## config.mk

```make
export PLATFORM = sky130hd
export DESIGN_NAME = ex_top
export DESIGN_NICKNAME = d
export VERILOG_FILES = /design/src/hdl/ex_pkg.sv /design/src/hdl/alu.sv /design/src/hdl/branch_unit.sv /design/src/hdl/ex_perf_counter.sv /design/src/hdl/ex_stage.sv /design/src/hdl/ex_top.sv /design/src/hdl/redirect_ctrl.sv
export VERILOG_INCLUDE_DIRS = /design/src /design/src/hdl
export SDC_FILE = /design/constraint.sdc
export NUM_CORES = 1
export LEC_CHECK = 0
export BUFFER_PORTS_ARGS = -buffer_cell sky130_fd_sc_hd__buf_2
export CORE_MARGIN = 2
export CORE_UTILIZATION = 35
export CTS_BUF_LIST = sky130_fd_sc_hd__clkbuf_2
export CTS_CLUSTER_DIAMETER = 80
export DETAILED_ROUTE_END_ITERATION = 8
export GPL_TIMING_DRIVEN = 0
export MAX_ROUTING_LAYER = met4
export SETUP_SLACK_MARGIN = 0.3
export SLEW_MARGIN = 20
export SYNTH_ARGS = -nofsm -noshare
export SYNTH_HDL_FRONTEND = slang
export SYNTH_HIERARCHICAL = 1
export SYNTH_SLANG_ARGS = --single-unit
```

## constraint.sdc

```tcl
create_clock -name clock -period 17.6 [get_ports clock]
set_input_delay 0 -clock clock [delete_from_list [all_inputs] [get_ports clock]]
set_output_delay 0 -clock clock [all_outputs]
set_load 0.01 [all_outputs]
```

## src/hdl/ex_settings.svh

```systemverilog
`ifndef EX_SETTINGS_SVH
`define EX_SETTINGS_SVH

// datapath width, also the pc width
`define EX_XLEN 32

// destination register index
`define EX_REG_W 5

// performance counters wrap at this width
`define EX_CNT_W 32

`endif

```

## src/hdl/ex_pkg.sv

```systemverilog
`include "ex_settings.svh"

package ex_pkg;

    typedef logic [`EX_XLEN-1:0]  word_t;     // data values and pc
    typedef logic [`EX_REG_W-1:0] reg_idx_t;
    typedef logic [2:0]           funct3_t;
    typedef logic [3:0]           csr_wen_t;  // one enable per csr port
    typedef logic [`EX_CNT_W-1:0] cnt_t;

    // alu operation codes as decode produces them
    typedef enum logic [3:0] {
        ALU_ADD  = 4'd0,
        ALU_SUB  = 4'd1,
        ALU_SLL  = 4'd2,
        ALU_SLT  = 4'd3,
        ALU_SLTU = 4'd4,
        ALU_XOR  = 4'd5,
        ALU_SRL  = 4'd6,
        ALU_SRA  = 4'd7,
        ALU_OR   = 4'd8,
        ALU_AND  = 4'd9,
        ALU_EQ   = 4'd10   // 1 when a == b
    } alu_op_t;

    typedef enum logic {
        RD_RUN,
        RD_SQUASH   // dropping wrong-path ops until the target shows up
    } redirect_state_t;

endpackage

```

## src/hdl/alu.sv

```systemverilog
`timescale 1ns/10ps
`include "ex_settings.svh"

module alu
    import ex_pkg::*;
(
    input  word_t   a,
    input  word_t   b,
    input  alu_op_t op,
    output word_t   res
);

    localparam int SHAMT_W = $clog2(`EX_XLEN);

    logic [SHAMT_W-1:0] shamt;
    logic               lt_signed;
    logic               lt_unsigned;
    logic               equal;

    assign shamt       = b[SHAMT_W-1:0];   // only the low bits count for shifts
    assign lt_signed   = $signed(a) < $signed(b);
    assign lt_unsigned = a < b;
    assign equal       = a == b;

    always_comb begin
        case (op)
            ALU_ADD:  res = a + b;
            ALU_SUB:  res = a - b;
            ALU_SLL:  res = a << shamt;
            ALU_SLT:  res = word_t'(lt_signed);
            ALU_SLTU: res = word_t'(lt_unsigned);
            ALU_XOR:  res = a ^ b;
            ALU_SRL:  res = a >> shamt;
            ALU_SRA:  res = word_t'($signed(a) >>> shamt);
            ALU_OR:   res = a | b;
            ALU_AND:  res = a & b;
            ALU_EQ:   res = word_t'(equal);
            default:  res = '0;   // unused codes
        endcase
    end

endmodule

```

## src/hdl/branch_unit.sv

```systemverilog
`timescale 1ns/10ps

module branch_unit
    import ex_pkg::*;
(
    input  word_t pc,
    input  word_t imm,
    input  logic  cmp,      // compare outcome, already corrected for inversion
    input  logic  branch,
    input  logic  jump,
    output logic  taken,
    output word_t target
);

    // jal and jalr always leave, conditional branches only on a true compare
    assign taken  = jump | (branch & cmp);

    assign target = pc + imm;   // jalr gets its base folded in by decode

endmodule

```

## src/hdl/ex_perf_counter.sv

```systemverilog
`timescale 1ns/10ps

module ex_perf_counter
    import ex_pkg::*;
(
    input  logic clock,
    input  logic reset,
    input  logic accept_pulse,
    input  logic squash_pulse,
    input  logic redirect_valid,
    output cnt_t accepted_count,
    output cnt_t squashed_count,
    output cnt_t redirect_count
);

    // plain wrapping counters, software takes deltas
    always_ff @(posedge clock or posedge reset) begin
        if (reset) begin
            accepted_count <= '0;
            squashed_count <= '0;
            redirect_count <= '0;
        end else begin
            if (accept_pulse)
                accepted_count <= accepted_count + 1'b1;
            if (squash_pulse)
                squashed_count <= squashed_count + 1'b1;
            if (redirect_valid)
                redirect_count <= redirect_count + 1'b1;
        end
    end

endmodule

```

## src/hdl/ex_stage.sv

```systemverilog
`timescale 1ns/10ps

module ex_stage
    import ex_pkg::*;
(
    input  logic     clock,
    input  logic     reset,
    input  logic     in_valid,
    output logic     in_ready,
    input  logic     kill,
    input  word_t    pc,
    input  word_t    a,
    input  word_t    b,
    input  word_t    imm,
    input  word_t    rd_value,      // link value for jal/jalr
    input  word_t    store_data,
    input  alu_op_t  alu_op,
    input  logic     inv,
    input  logic     branch,
    input  logic     jump,
    input  reg_idx_t rd,
    input  funct3_t  funct3,
    input  csr_wen_t csr_wen,
    input  logic     reg_wen,
    input  logic     mem_wen,
    input  logic     mem_ren,
    output logic     out_valid,
    input  logic     out_ready,
    output word_t    result,
    output word_t    rd_value_out,
    output word_t    store_data_out,
    output reg_idx_t rd_out,
    output funct3_t  funct3_out,
    output csr_wen_t csr_wen_out,
    output logic     reg_wen_out,
    output logic     mem_wen_out,
    output logic     mem_ren_out,
    output logic     branch_out,
    output logic     jump_out,
    output logic     redirect_valid,
    output word_t    redirect_pc,
    output logic     accept_pulse,
    output logic     squash_pulse
);

    word_t   pc_r;
    word_t   a_r;
    word_t   b_r;
    word_t   imm_r;
    alu_op_t alu_op_r;
    logic    inv_r;
    word_t   alu_res;
    logic    taken;

    assign in_ready     = out_ready;   // no skid buffer, stall straight through
    assign accept_pulse = in_valid & in_ready;
    assign squash_pulse = accept_pulse & kill;

    // operands and pass-through payload
    always_ff @(posedge clock) begin
        if (accept_pulse) begin
            pc_r           <= pc;
            a_r            <= a;
            b_r            <= b;
            imm_r          <= imm;
            alu_op_r       <= alu_op;
            inv_r          <= inv;
            rd_value_out   <= rd_value;
            store_data_out <= store_data;
            rd_out         <= rd;
            funct3_out     <= funct3;
        end
    end

    // valid and everything with a side effect, wiped for a killed op
    always_ff @(posedge clock or posedge reset) begin
        if (reset) begin
            out_valid   <= 1'b0;
            csr_wen_out <= '0;
            reg_wen_out <= 1'b0;
            mem_wen_out <= 1'b0;
            mem_ren_out <= 1'b0;
            branch_out  <= 1'b0;
            jump_out    <= 1'b0;
        end else if (out_ready) begin
            out_valid   <= in_valid & ~kill;   // empty slot if nothing came in
            if (accept_pulse) begin
                csr_wen_out <= kill ? '0 : csr_wen;
                reg_wen_out <= reg_wen & ~kill;
                mem_wen_out <= mem_wen & ~kill;
                mem_ren_out <= mem_ren & ~kill;
                branch_out  <= branch & ~kill;
                jump_out    <= jump & ~kill;
            end
        end
    end

    alu u_alu (
        .a   (a_r),
        .b   (b_r),
        .op  (alu_op_r),
        .res (alu_res)
    );

    // inv turns beq/blt/bltu into bne/bge/bgeu
    assign result = alu_res ^ word_t'(inv_r);

    branch_unit u_branch_unit (
        .pc     (pc_r),
        .imm    (imm_r),
        .cmp    (result[0]),
        .branch (branch_out),
        .jump   (jump_out),
        .taken  (taken),
        .target (redirect_pc)
    );

    assign redirect_valid = out_valid & out_ready & taken;   // fires once, on the transfer

endmodule

```

## src/hdl/ex_top.sv

```systemverilog
`timescale 1ns/10ps

module ex_top
    import ex_pkg::*;
(
    input  logic     clock,
    input  logic     reset,
    input  logic     in_valid,
    output logic     in_ready,
    input  word_t    pc,
    input  word_t    a,
    input  word_t    b,
    input  word_t    imm,
    input  word_t    rd_value,
    input  word_t    store_data,
    input  alu_op_t  alu_op,
    input  logic     inv,
    input  logic     branch,
    input  logic     jump,
    input  reg_idx_t rd,
    input  funct3_t  funct3,
    input  csr_wen_t csr_wen,
    input  logic     reg_wen,
    input  logic     mem_wen,
    input  logic     mem_ren,
    output logic     out_valid,
    input  logic     out_ready,
    output word_t    result,
    output word_t    rd_value_out,
    output word_t    store_data_out,
    output reg_idx_t rd_out,
    output funct3_t  funct3_out,
    output csr_wen_t csr_wen_out,
    output logic     reg_wen_out,
    output logic     mem_wen_out,
    output logic     mem_ren_out,
    output logic     branch_out,
    output logic     jump_out,
    output logic     redirect_valid,
    output word_t    redirect_pc,
    output cnt_t     accepted_count,
    output cnt_t     squashed_count,
    output cnt_t     redirect_count
);

    logic kill;
    logic accept_pulse;
    logic squash_pulse;

    ex_stage u_ex_stage (
        .clock          (clock),
        .reset          (reset),
        .in_valid       (in_valid),
        .in_ready       (in_ready),
        .kill           (kill),
        .pc             (pc),
        .a              (a),
        .b              (b),
        .imm            (imm),
        .rd_value       (rd_value),
        .store_data     (store_data),
        .alu_op         (alu_op),
        .inv            (inv),
        .branch         (branch),
        .jump           (jump),
        .rd             (rd),
        .funct3         (funct3),
        .csr_wen        (csr_wen),
        .reg_wen        (reg_wen),
        .mem_wen        (mem_wen),
        .mem_ren        (mem_ren),
        .out_valid      (out_valid),
        .out_ready      (out_ready),
        .result         (result),
        .rd_value_out   (rd_value_out),
        .store_data_out (store_data_out),
        .rd_out         (rd_out),
        .funct3_out     (funct3_out),
        .csr_wen_out    (csr_wen_out),
        .reg_wen_out    (reg_wen_out),
        .mem_wen_out    (mem_wen_out),
        .mem_ren_out    (mem_ren_out),
        .branch_out     (branch_out),
        .jump_out       (jump_out),
        .redirect_valid (redirect_valid),
        .redirect_pc    (redirect_pc),
        .accept_pulse   (accept_pulse),
        .squash_pulse   (squash_pulse)
    );

    // watches the input side, kill goes back combinationally
    redirect_ctrl u_redirect_ctrl (
        .clock          (clock),
        .reset          (reset),
        .redirect_valid (redirect_valid),
        .redirect_pc    (redirect_pc),
        .in_valid       (in_valid),
        .in_ready       (in_ready),
        .pc             (pc),
        .kill           (kill)
    );

    ex_perf_counter u_ex_perf_counter (
        .clock          (clock),
        .reset          (reset),
        .accept_pulse   (accept_pulse),
        .squash_pulse   (squash_pulse),
        .redirect_valid (redirect_valid),
        .accepted_count (accepted_count),
        .squashed_count (squashed_count),
        .redirect_count (redirect_count)
    );

endmodule

```

## src/hdl/redirect_ctrl.sv

```systemverilog
`timescale 1ns/10ps

module redirect_ctrl
    import ex_pkg::*;
(
    input  logic  clock,
    input  logic  reset,
    input  logic  redirect_valid,
    input  word_t redirect_pc,
    input  logic  in_valid,
    input  logic  in_ready,
    input  word_t pc,
    output logic  kill
);

    redirect_state_t state;
    redirect_state_t state_next;
    word_t           target_r;
    word_t           cmp_target;
    logic            accept;
    logic            match;

    assign accept = in_valid & in_ready;

    // a redirect leaving this cycle already decides the fate of the incoming op
    assign cmp_target = redirect_valid ? redirect_pc : target_r;
    assign match      = pc == cmp_target;

    assign kill = accept & ~match & ((state == RD_SQUASH) | redirect_valid);

    always_comb begin
        state_next = state;
        if (redirect_valid) begin
            // target accepted in the very same cycle closes the window at once
            state_next = (accept && match) ? RD_RUN : RD_SQUASH;
        end else if (state == RD_SQUASH && accept && match) begin
            state_next = RD_RUN;
        end
    end

    always_ff @(posedge clock or posedge reset) begin
        if (reset) begin
            state <= RD_RUN;
        end else begin
            state <= state_next;
        end
    end

    always_ff @(posedge clock) begin
        if (redirect_valid)
            target_r <= redirect_pc;   // only looked at while squashing
    end

endmodule

```

==> results.md, run 1 <==
- CTS tree: yes
- Post-route ant nets: 0
- Total power: approximately 0.0026 W
- Post-synth EDFFs: ~210
- GR Util met2: ~60%
- Yosys cell types: 102
- Maxcap violations: 0
- Ys Warns: 6
- Crit path kind: reg2reg
- Clock-pin slew on the worst setup and hold paths: about 0.11 ns
- Layout cells sized above 1: a little under a quarter
- Top_reg_cell synth: edfxtp_1
- Top-area cell type share of the netlist area: between 20% and 30%
- Average size of a mapped cell: approximately 10 um2
- Final setup TNS: 0 ns
- Seq/Total Area, Yosys: between 40 and 50%
- Count leader, synth: edfxtp_1
- Max clock buf depth: 3
- Met1 Track Usage GR: 39.6%
- Post-CTS Setup Inserts: 0
- Fmax: 92.4 MHz
- Area grow syn2layout: 42.1%
- # rows: 94
- Storage element area: around 0.0095 mm2
- Finished Cell Area: 0.0327 mm2
- IO Port Bufs: around 460
- XOR/XNOR Fraction of Synth Area: 6.14%
- Relative max-transition margin: about a fifth
- Post-Syn Instances: 2311
- Adder-Cell Fraction of Synth Area: ~7.4%
- Final setup viols: 0
- Mux cell area share after synthesis: about 8.5%
- Simple-gate portion of the synthesized area: 14.7%
- Slew Viols, Final: 0
- Initial antenna violation count: 11
- Sequential share of power: between 30% and 40%
- Commonest cells in the netlist: edfxtp_1 (205), nor2_1 (175), nand2_1 (164)
- RSZ-0062 raised after global routing: no
- Hold Path Class: in2reg
- Worst setup EP type: register
- DIE AREA: slightly below 0.07 mm2
- Largest family of logic cells by synthesized area: compound AO/OA/AOI/OAI gates
- Logic pwr share: 36.0%
- Register bit total from synthesis: roughly 340
- Int Power: between 0.0015 and 0.002 W
- Detailed placement HPWL: approximately 87000 um
- CP max stage cell: clkinv_1
- Pre-antenna DRT Iters: 6
- Leakage power: around 14 nW
- DIE HEIGHT: approximately 260 um
- Grt peak-use layer: met2
- Grt met3 use: under 10%
- GP Congestion: 1.05
- Hold Violations, Final: 0
- Final Cycle Share: about three fifths
- First-pass GRT wire length: roughly 170000 um
- Syn nets: 2663
- Pwr Density: 79.6 mW/mm2
- Layout Skew: 0.146 ns
- Fillers: approximately 6000
- Startpoint types: register
- Nets@finish: approximately 3700
- Clock power share: 24.7%
- DRT Wirelength: between 100000 and 150000 um
- CTS Buf Count: 94
- # DRC: 0
- Max stage delay on crit path: 0.65 ns
- Initial Utilization: about a third
- VDD IR max: roughly 0.000065 V
- Die width: between 200 and 300 um
- Final Util: between 40 and 50%
- CTS Root Cell: clkbuf_2
- Mapped Area: 0.0230 mm2
- Critical Path RT: 18.60 ns
- Area of the core: 0.0655 mm2
- Vias: roughly 25000
- CTS H-tree depth: 3
- Switch share: about two fifths
- Post-layout min period: 10.82 ns
- Routed WL per cell: 27.3 um
- Actual slew at the worst max-slew pin: about 1.2 ns
- Initial DRC count: roughly 2400
- CTS sink cnt: between 300 and 400
- Vias per cell: 5.75
- Asr flop ratio synth: about 31%
- Final global-route overflow total: 0
- Status: finished clean
- Psw: approximately 0.0010 W
- Post-synth top area cell: edfxtp_1
- Multi-input logic area: around 0.013 mm2
- Global-route usage over all layers: between 30% and 40%
- Most common cell on crit path: clkbuf_1
- Top area cells in the synthesized netlist: edfxtp_1 (27%), dfrtp_1 (12%), ha_1 (7.1%), xnor2_1 (4.0%), a21oi_1 (3.4%)
- Largest net degree at the start of global routing: 97
- CP arrival: around 12 ns
- Clk_lat worst skew: around 1.2 ns
- IO Pins: 462
- CP max FO: 11
- Dpl cell area: ~0.027 mm2
- Vias in the first global route: roughly 26000
- Complex-gate fraction of the synthesized area: between 10% and 20%
cell type report:
cell class,instances,area share (%)
well taps,864,3.30
clock buffers,141,2.16
repair buffers,984,23.2
inverters,115,1.36
plain buffers,123,1.82
flip-flops and latches,344,29.0
clock inverters,35,0.715
diodes,15,0.115
multi-input cells,1729,38.4
cells in the final DEF (no fill, tap or decap), types with 27 or more instances in the layout:
master,instances
xor2_1,49
a21o_1,30
buf_2,490
o21ai_0,118
nor2_1,175
a211oi_1,31
nand3_1,64
inv_1,110
edfxtp_1,205
mux2_2,40
mux2_4,29
clkbuf_2,142
nand4_1,55
o211ai_1,36
xnor2_1,105
mux4_2,27
a21oi_1,155
a31oi_1,32
nor3_1,62
mux2i_1,46
dlygate4sd3_1,517
dfrtp_1,107
dfxtp_1,32
nand2_1,164
clkbuf_1,73
ha_1,131
power by group through the flow:
stage / Clock (W) / Combinational (W) / Sequential (W)
final: 0.000643 / 0.000937 / 0.00102
after global routing: 0.000706 / 0.000987 / 0.00103
after CTS: 0.000656 / 0.000906 / 0.00102
after detailed placement: 0 / 0.000811 / 0.00104
after global placement: 0 / 0.000806 / 0.00104
after floorplan: 0 / 0.000484 / 0.00103
state kept, by name, summed over array words and instances, names as in the netlist, 3 cells and up:
register                          cells
u_ex_perf_counter/accepted_count     32
u_ex_perf_counter/redirect_count     32
u_ex_perf_counter/squashed_count     32
u_ex_stage/a_r                       32
u_ex_stage/alu_op_r                   4
u_ex_stage/b_r                       32
u_ex_stage/csr_wen_out                4
u_ex_stage/funct3_out                 3
u_ex_stage/imm_r                     32
u_ex_stage/pc_r                      32
u_ex_stage/rd_out                     5
u_ex_stage/rd_value_out              32
u_ex_stage/store_data_out            32
u_redirect_ctrl/target_r             32
cell families (layout without fill, tap and decap cells):
| kind of cell | after synthesis | count (layout) |
|---|---|---|
| other | 0 | 15 |
| muxes | 142 | 142 |
| AOI/OAI and AO/OA | 616 | 616 |
| adders and majority gates | 134 | 134 |
| and+or+nand+nor | 679 | 679 |
| xor gates and xnor gates | 158 | 158 |
| buffers and inverters | 238 | 1398 |
| DFF | 344 | 344 |
per-layer routing:
metal	vias up	part of all wire, %
met2	1460	48
met5	-	0
met3	359	7.7
li1	10900	-
met4	0	6.2
met1	12300	38
timing repair:
item,in CTS,in global routing
hold buffers,517,0
resized for setup,0,0
hold endpoints to repair,633,0
stage by stage:
step                      hold slack, ns  cells  setup WS [ns]
after floorplan                   -0.271   2311          10.77
after global placement           -0.0730   3636           6.86
after detailed placement         -0.0415   3642           7.20
after CTS                        0.00164   4335           7.11
after global routing              0.0173   4347           6.64
final                              0.127   4350           6.78
final timing paths:
kind	from	endpoint	slack [ns]	cells past startpoint
setup / recovery	u_ex_stage/b_r[3]	u_ex_perf_counter/squashed_count[31]	6.78	33
max in group asynchronous	reset	u_ex_perf_counter/redirect_count[23]	16.78	5
setup reg to reg	u_ex_stage/b_r[3]	u_ex_perf_counter/squashed_count[31]	6.78	33
hold / removal	imm[29]	u_ex_stage/imm_r[29]	0.13	3
min in group asynchronous	reset	u_ex_stage/branch_out	0.16	4
hold reg to reg	u_ex_perf_counter/squashed_count[31]	u_ex_perf_counter/squashed_count[31]	0.47	1
worst max-delay path: cells and delay by family (launching register included):
| family | cells | cell delay (ns) |
|---|---|---|
| buf+inv | 10 | 3.80 |
| simple gates | 12 | 3.17 |
| compound gates | 6 | 1.83 |
| xor+xnor | 3 | 0.65 |
| fa+ha+maj | 1 | 0.52 |
| flops | 1 | 0.35 |
| mux | 1 | 0.33 |
Note: power is estimated with default switching activity, not from simulation.
==> run 2: changes to the inputs <==
==> constraint.sdc (replaced) <==
create_clock -name clock -period 9.4 [get_ports clock]
set_input_delay 0 -clock clock [delete_from_list [all_inputs] [get_ports clock]]
set_output_delay 0 -clock clock [all_outputs]
set_load 0.01 [all_outputs]
==> run 2 against run 1 <==
Compared with the run above: non-clock buffer count decreased by 1; flip-flop and latch count unchanged; global-route usage shrank 0.067 points; maximum frequency rose by 22%; highest routed layer unchanged; sequential power is 88% higher; combinational power grew 88%; sequential share of layout area hardly changed.
==> results.md, run 2 (synthesis gave the netlist of run 1 again) <==
- Status: finished clean (unchanged)
- CTS sink cnt: 344 (unchanged)
- Fillers: 5925 (unchanged)
- Vias in the first global route: 25600 (about the same)
- Pre-antenna DRT Iters: 6 (unchanged)
- Routed WL per cell: 27.2 um (was 27.3 um)
- Vias: 25000 (about the same)
- IO Pins: 462 (unchanged)
- HP Start: imm[29] (unchanged)
- Metal1 wirelength: 44800 um (was 45000 um)
- Pwr Density: 149 mW/mm2 (was 79.6 mW/mm2)
- Vias per cell: 5.74 (was 5.75)
- Post-layout min period: 8.90 ns (was 10.82 ns)
- Hold Violations, Final: 0 (unchanged)
- Max clock buf depth: 3 (unchanged)
- First-pass GRT wire length: 170000 um (about the same)
- Largest net degree at the start of global routing: 97 (unchanged)
- R2r startpoint: u_ex_stage/b_r[3] (unchanged)
- WHS Path Cells: 3 (unchanged)
- Hold Crit Endpoint: u_ex_stage/imm_r[29] (unchanged)
- Detailed placement HPWL: 87200 um (unchanged)
- Maxcap violations: 0 (unchanged)
- CP max stage cell: or4_1 (was clkinv_1)
- Met3 wire len: 9080 um (was 9140 um)
- CTS Buf Count: 94 (unchanged)
- Final Cycle Share: 94.7% (was 61.5%)
- Clk_lat worst skew: 1.17 ns (about the same)
- Layout Skew: 0.147 ns (was 0.146 ns)
- Multi-input logic area: 0.0126 mm2 (about the same)
- Slew Viols, Final: 0 (unchanged)
- CTS tree: yes (unchanged)
- RSZ-0062 raised after global routing: yes (was no)
- Final global-route overflow total: 0 (unchanged)
- Layout cells sized above 1: 23.8% (was 23.4%)
- Crit path kind: reg2reg (unchanged)
- # rows: 94 (unchanged)
- Finished Cell Area: 0.0327 mm2 (about the same)
- DRT Wirelength: 118000 um (was 119000 um)
- Clock-pin slew on the worst setup and hold paths: 0.11 ns (about the same)
- GP Congestion: 1.05 (unchanged)
- Worst setup EP type: register (unchanged)
- Initial Utilization: 35.2% (unchanged)
- Area grow syn2layout: 42.2% (was 42.1%)
- Cells on worst reg2reg path: 33 (unchanged)
- Post-route ant nets: 0 (unchanged)
- Initial antenna violation count: 11 (unchanged)
- Area of the core: 0.0655 mm2 (unchanged)
- Most frequent cells in the layout: dlygate4sd3_1 (517), buf_2 (491), edfxtp_1 (205), nor2_1 (175), nand2_1 (164) (was dlygate4sd3_1 (517), buf_2 (490), edfxtp_1 (205), nor2_1 (175), nand2_1 (164))
- Critical Path RT: 10.39 ns (was 18.60 ns)
- DIE AREA: 0.0679 mm2 (unchanged)
- Critical R2R Capture: u_ex_perf_counter/squashed_count[31] (unchanged)
- VDD IR max: 0.000122 V (was 0.0000652 V)
- Final Util: 50.0% (about the same)
- FF-to-FF setup slack: 0.50 ns (was 6.78 ns)
- CTS Root Cell: clkbuf_2 (unchanged)
- Nets@finish: 3742 (was 3743)
- CTS H-tree depth: 3 (unchanged)
- CP max FO: 18 (was 11)
- Hold Path Class: in2reg (unchanged)
- Global-route usage over all layers: 35.1% (about the same)
- Max stage delay on crit path: 0.43 ns (was 0.65 ns)
- IO Port Bufs: 461 (unchanged)
- DIE HEIGHT: 261 um (unchanged)
- Hold slack: 0.130 ns (was 0.127 ns)
- Startpoint types: register (unchanged)
- CP arrival: 9.89 ns (was 11.82 ns)
- Final setup viols: 0 (unchanged)
- Leakage power: 14.2 nW (about the same)
- Relative max-transition margin: 24.4% (was 21.0%)
- # DRC: 0 (unchanged)
- Most common cell after layout, fill and taps aside: dlygate4sd3_1 (unchanged)
- Initial DRC count: 2279 (was 2370)
- Top Metal Used: met4 (unchanged)
- Actual slew at the worst max-slew pin: 1.12 ns (was 1.17 ns)
- Die width: 261 um (unchanged)
- Dpl cell area: 0.0266 mm2 (unchanged)
- DR WL met2: 56900 um (was 57200 um)
- Storage element area: 0.00947 mm2 (unchanged)
- Fmax: 112 MHz (was 92.4 MHz)
-- run 2: cell type report --
type | count | share of cell area, %
plain buffers | 121 | 1.83
inverters | 115 | 1.38
well taps | 864 | 3.30
multi-input cells | 1729 | 38.4
flip-flops and latches | 344 | 28.9
clock inverters | 35 | 0.715
repair buffers | 985 | 23.2
clock buffers | 141 | 2.15
diodes | 14 | 0.107
-- run 2: worst max-delay path by stage --
stage | slack [ns] | start | end
after floorplan | 2.57 | u_ex_stage/b_r[3] | u_ex_perf_counter/squashed_count[31]
after global placement | -1.34 | u_ex_stage/b_r[3] | u_ex_perf_counter/squashed_count[31]
after detailed placement | -1.00 | u_ex_stage/b_r[3] | u_ex_perf_counter/squashed_count[31]
after CTS | 0.31 | u_ex_stage/b_r[2] | u_ex_perf_counter/squashed_count[31]
after global routing | 0.25 | u_ex_stage/b_r[2] | u_ex_perf_counter/squashed_count[31]
final | 0.50 | u_ex_stage/b_r[3] | u_ex_perf_counter/squashed_count[31]
-- run 2: metrics by stage --
step,instances,setup WS [ns],power [W],setup TNS [ns]
floorplan,2311,2.57,0.00283,0
detailed placement,3642,-1.00,0.00346,-21.95
global route,4345,0.249,0.00510,0
global placement,3636,-1.34,0.00346,-39.30
finish,4348,0.499,0.00488,0
CTS,4335,0.314,0.00484,0
-- run 2: power breakdown --
part | switching (W) | internal [W]
Clock | 0.000733 | 0.000473
Combinational | 0.00101 | 0.000741
Sequential | 0.000138 | 0.00178
-- run 2: timing repair --
action / CTS / global route
pin swaps: 1 / 1
setup buffers: 1 / 0
setup endpoints to repair: 40 / 27
hold buffers: 517 / 0
hold endpoints to repair: 633 / 0
gates resized for setup: 8 / 8
-- run 2: worst max-delay path: cells and delay by family, from the launching register on --
kind            cells  cell delay [ns]
flops               1             0.39
buf+inv            10             2.68
simple gates       12             3.00
fa+ha+maj           1             0.38
mux                 1             0.38
compound gates      6             1.22
xor+xnor            3             0.67
-- run 2: metal layers --
metal  vias to the layer above  track usage [%]
met2                      1468             58.4
li1                      10900                -
met3                       355             6.68
met1                     12300             39.6
met5                         -                -
met4                         0             19.4
==> run 3: changes to the inputs <==
--- a/config.mk
+++ b/config.mk
@@ -6,12 +6,12 @@
 export SDC_FILE = /design/constraint.sdc
 export NUM_CORES = 1
 export LEC_CHECK = 0
-export BUFFER_PORTS_ARGS = -buffer_cell sky130_fd_sc_hd__buf_2
 export CORE_MARGIN = 2
 export CORE_UTILIZATION = 35
 export CTS_BUF_LIST = sky130_fd_sc_hd__clkbuf_2
 export CTS_CLUSTER_DIAMETER = 80
 export DETAILED_ROUTE_END_ITERATION = 8
+export DONT_BUFFER_PORTS = 1
 export GPL_TIMING_DRIVEN = 0
 export MAX_ROUTING_LAYER = met4
 export SETUP_SLACK_MARGIN = 0.3
==> run 3 against run 2 <==
Compared with the run above: clock skew fell by 0.0057 ns; utilization fell by 2.7 points; final cell count fell by 9.7%; critical path depth fell by 2; critical path type unchanged; die area did not move; setup slack improved by 0.072 ns; largest cell class unchanged; non-clock buffer count fell by 405; clock-buffer cell count fell by 7.
==> results.md, run 3 (synthesis gave the netlist of run 1 again) <==
- Status: finished clean (unchanged)
- Post-route ant nets: 0 (unchanged)
- Relative max-transition margin: 22.7% (was 24.4%)
- DRT Wirelength: 117000 um (was 118000 um)
- Layout cells sized above 1: 11.7% (was 23.8%)
- Vias in the first global route: 24000 (was 25600)
- Final global-route overflow total: 0 (unchanged)
- Detailed placement HPWL: 84300 um (was 87200 um)
- Sequential share of power: 41.4% (was 39.3%)
- RSZ-0062 raised after global routing: no (was yes)
- CTS Buf Count: 91 (was 94)
- CP max FO: 11 (was 18)
- Post-layout min period: 8.83 ns (was 8.90 ns)
- Clock-pin slew on the worst setup and hold paths: 0.14 ns (was 0.11 ns)
- Hold Violations, Final: 0 (unchanged)
- Max clock buf depth: 3 (unchanged)
- CTS sink cnt: 344 (unchanged)
- DIE HEIGHT: 261 um (unchanged)
- Total power: 0.00481 W (was 0.00488 W)
- Int Power: 0.00292 W (was 0.00299 W)
- Crit path kind: reg2reg (unchanged)
- First-pass GRT wire length: 166000 um (was 170000 um)
- GP Congestion: 1.05 (about the same)
- Most common cell after layout, fill and taps aside: dlygate4sd3_1 (unchanged)
- Pwr Density: 155 mW/mm2 (was 149 mW/mm2)
- Fillers: 5871 (was 5925)
- CP max stage cell: dlygate4sd3_1 (was or4_1)
- Layout Skew: 0.142 ns (was 0.147 ns)
- Largest net degree at the start of global routing: 84 (was 97)
- Final setup TNS: 0 ns (unchanged)
- Maxcap violations: 0 (unchanged)
- # rows: 94 (unchanged)
- Most common cell on crit path: clkbuf_4
- Clock power share: 25.4% (was 24.7%)
- CP arrival: 9.78 ns (was 9.89 ns)
- IO Pins: 462 (unchanged)
- # DRC: 0 (unchanged)
- Actual slew at the worst max-slew pin: 1.15 ns (was 1.12 ns)
- Initial Utilization: 35.2% (unchanged)
- Initial antenna violation count: 3 (was 11)
- Leakage power: 12.5 nW (was 14.2 nW)
- GR Util met2: 55.8% (was 58.4%)
- Worst setup EP type: register (unchanged)
- Final setup viols: 0 (unchanged)
- Vias per cell: 6.03 (was 5.74)
- Psw: 0.00189 W (was 0.00188 W)
- Most frequent cells in the layout: dlygate4sd3_1 (571), edfxtp_1 (205), nor2_1 (174), nand2_1 (164), a21oi_1 (155) (was dlygate4sd3_1 (517), buf_2 (491), edfxtp_1 (205), nor2_1 (175), nand2_1 (164))
- Pre-antenna DRT Iters: 6 (unchanged)
- Met1 Track Usage GR: 40.1% (was 39.6%)
- Vias: 23700 (was 25000)
- Final Cycle Share: 93.9% (was 94.7%)
- Max stage delay on crit path: 0.59 ns (was 0.43 ns)
- Die width: 261 um (unchanged)
- Area grow syn2layout: 34.5% (was 42.2%)
- DIE AREA: 0.0679 mm2 (unchanged)
- Nets@finish: 3334 (was 3742)
- Routed WL per cell: 29.9 um (was 27.2 um)
- CTS Root Cell: clkbuf_2 (unchanged)
- Startpoint types: register (unchanged)
- Initial DRC count: 2351 (was 2279)
- Logic pwr share: 33.2% (was 36.0%)
- Hold Path Class: in2reg (unchanged)
- Grt peak-use layer: met2 (unchanged)
- CTS tree: yes (unchanged)
- Switch share: 39.4% (was 38.6%)
- IO Port Bufs: 0 (was 461)
- CTS H-tree depth: 3 (unchanged)
- Slew Viols, Final: 0 (unchanged)
- VDD IR max: 0.000139 V (was 0.000122 V)
- Finished Cell Area: 0.0310 mm2 (was 0.0327 mm2)
- Area of the core: 0.0655 mm2 (unchanged)
- Dpl cell area: 0.0242 mm2 (was 0.0266 mm2)
- Grt met3 use: 7.78% (was 6.68%)
- Clk_lat worst skew: 1.12 ns (was 1.17 ns)
- Critical Path RT: 10.35 ns (was 10.39 ns)
- Global-route usage over all layers: 34.6% (was 35.1%)
- Fmax: 113 MHz (was 112 MHz)
==> run 3: stage by stage <==
step	setup slack [ns]	cells	util (%)	hold slack, ns
floorplan	2.57	2311	-	-0.271
global placement	-1.38	3175	36.8	-0.262
detailed placement	-1.22	3181	37.0	-0.262
CTS	0.386	3922	47.2	0.0000225
global route	0.327	3924	47.3	0.0220
finish	0.571	3925	47.3	0.154
==> run 3: worst paths after layout <==
kind                       slack (ns)                                   to  cells past startpoint                   startpoint
max                              0.57               u_ex_stage/mem_ren_out                     31            u_ex_stage/b_r[3]
min                              0.15                    u_ex_stage/b_r[2]                      2                         b[2]
max reg2reg                      0.57               u_ex_stage/mem_ren_out                     31            u_ex_stage/b_r[3]
min reg2reg                      0.49          u_redirect_ctrl/target_r[2]                      1  u_redirect_ctrl/target_r[2]
max in group asynchronous        8.07  u_ex_perf_counter/squashed_count[8]                      5                        reset
min in group asynchronous        0.38                u_redirect_ctrl/state                      4                        reset
==> run 3: final cells by class <==
type / instances / area, um2 / area share, %
multi-input combinational: 1729 / 12600 / 40.7
sequential: 344 / 9470 / 30.6
timing repair buffer: 578 / 5830 / 18.8
tap: 864 / 1080 / 3.49
clock buffer: 134 / 671 / 2.17
buffer: 123 / 616 / 1.99
inverter: 115 / 448 / 1.45
clock inverter: 35 / 245 / 0.792
antenna: 3 / 7.51 / 0.0242
==> run 3: worst max-delay path, delay by kind of cell (launching register included) <==
kind | cells | cell delay [ns]
flops | 1 | 0.40
fa+ha+maj | 1 | 0.37
simple gates | 9 | 2.47
mux | 2 | 0.48
buf+inv | 11 | 3.20
xor+xnor | 2 | 0.67
compound gates | 6 | 1.03
==> run 3: repair_timing <==
action / in CTS / in global routing
resized for setup: 14 / 14
setup buffers: 1 / 0
setup endpoints to repair: 43 / 36
pin swaps: 3 / 2
endpoints found under the hold margin: 618 / 0
hold buffers: 571 / 0
==> run 3: metal layers <==
| metal | part of all wire [%] | wire, um | up-vias |
|---|---|---|---|
| met3 | 9.0 | 10600 | 395 |
| li1 | - | - | 10100 |
| met2 | 47 | 55000 | 1642 |
| met1 | 38 | 44200 | 11600 |
| met5 | 0 | 0 | - |
| met4 | 6.4 | 7470 | 0 |
==> run 3: power by group through the flow <==
stage	sequential, W	combinational (W)	clock (W)
2_1_floorplan	0.00193	0.000906	0
6_report	0.00199	0.00160	0.00122
3_5_place_dp	0.00201	0.00130	0
4_1_cts	0.00198	0.00152	0.00122
5_1_grt	0.00200	0.00167	0.00133
3_3_place_gp	0.00202	0.00129	0
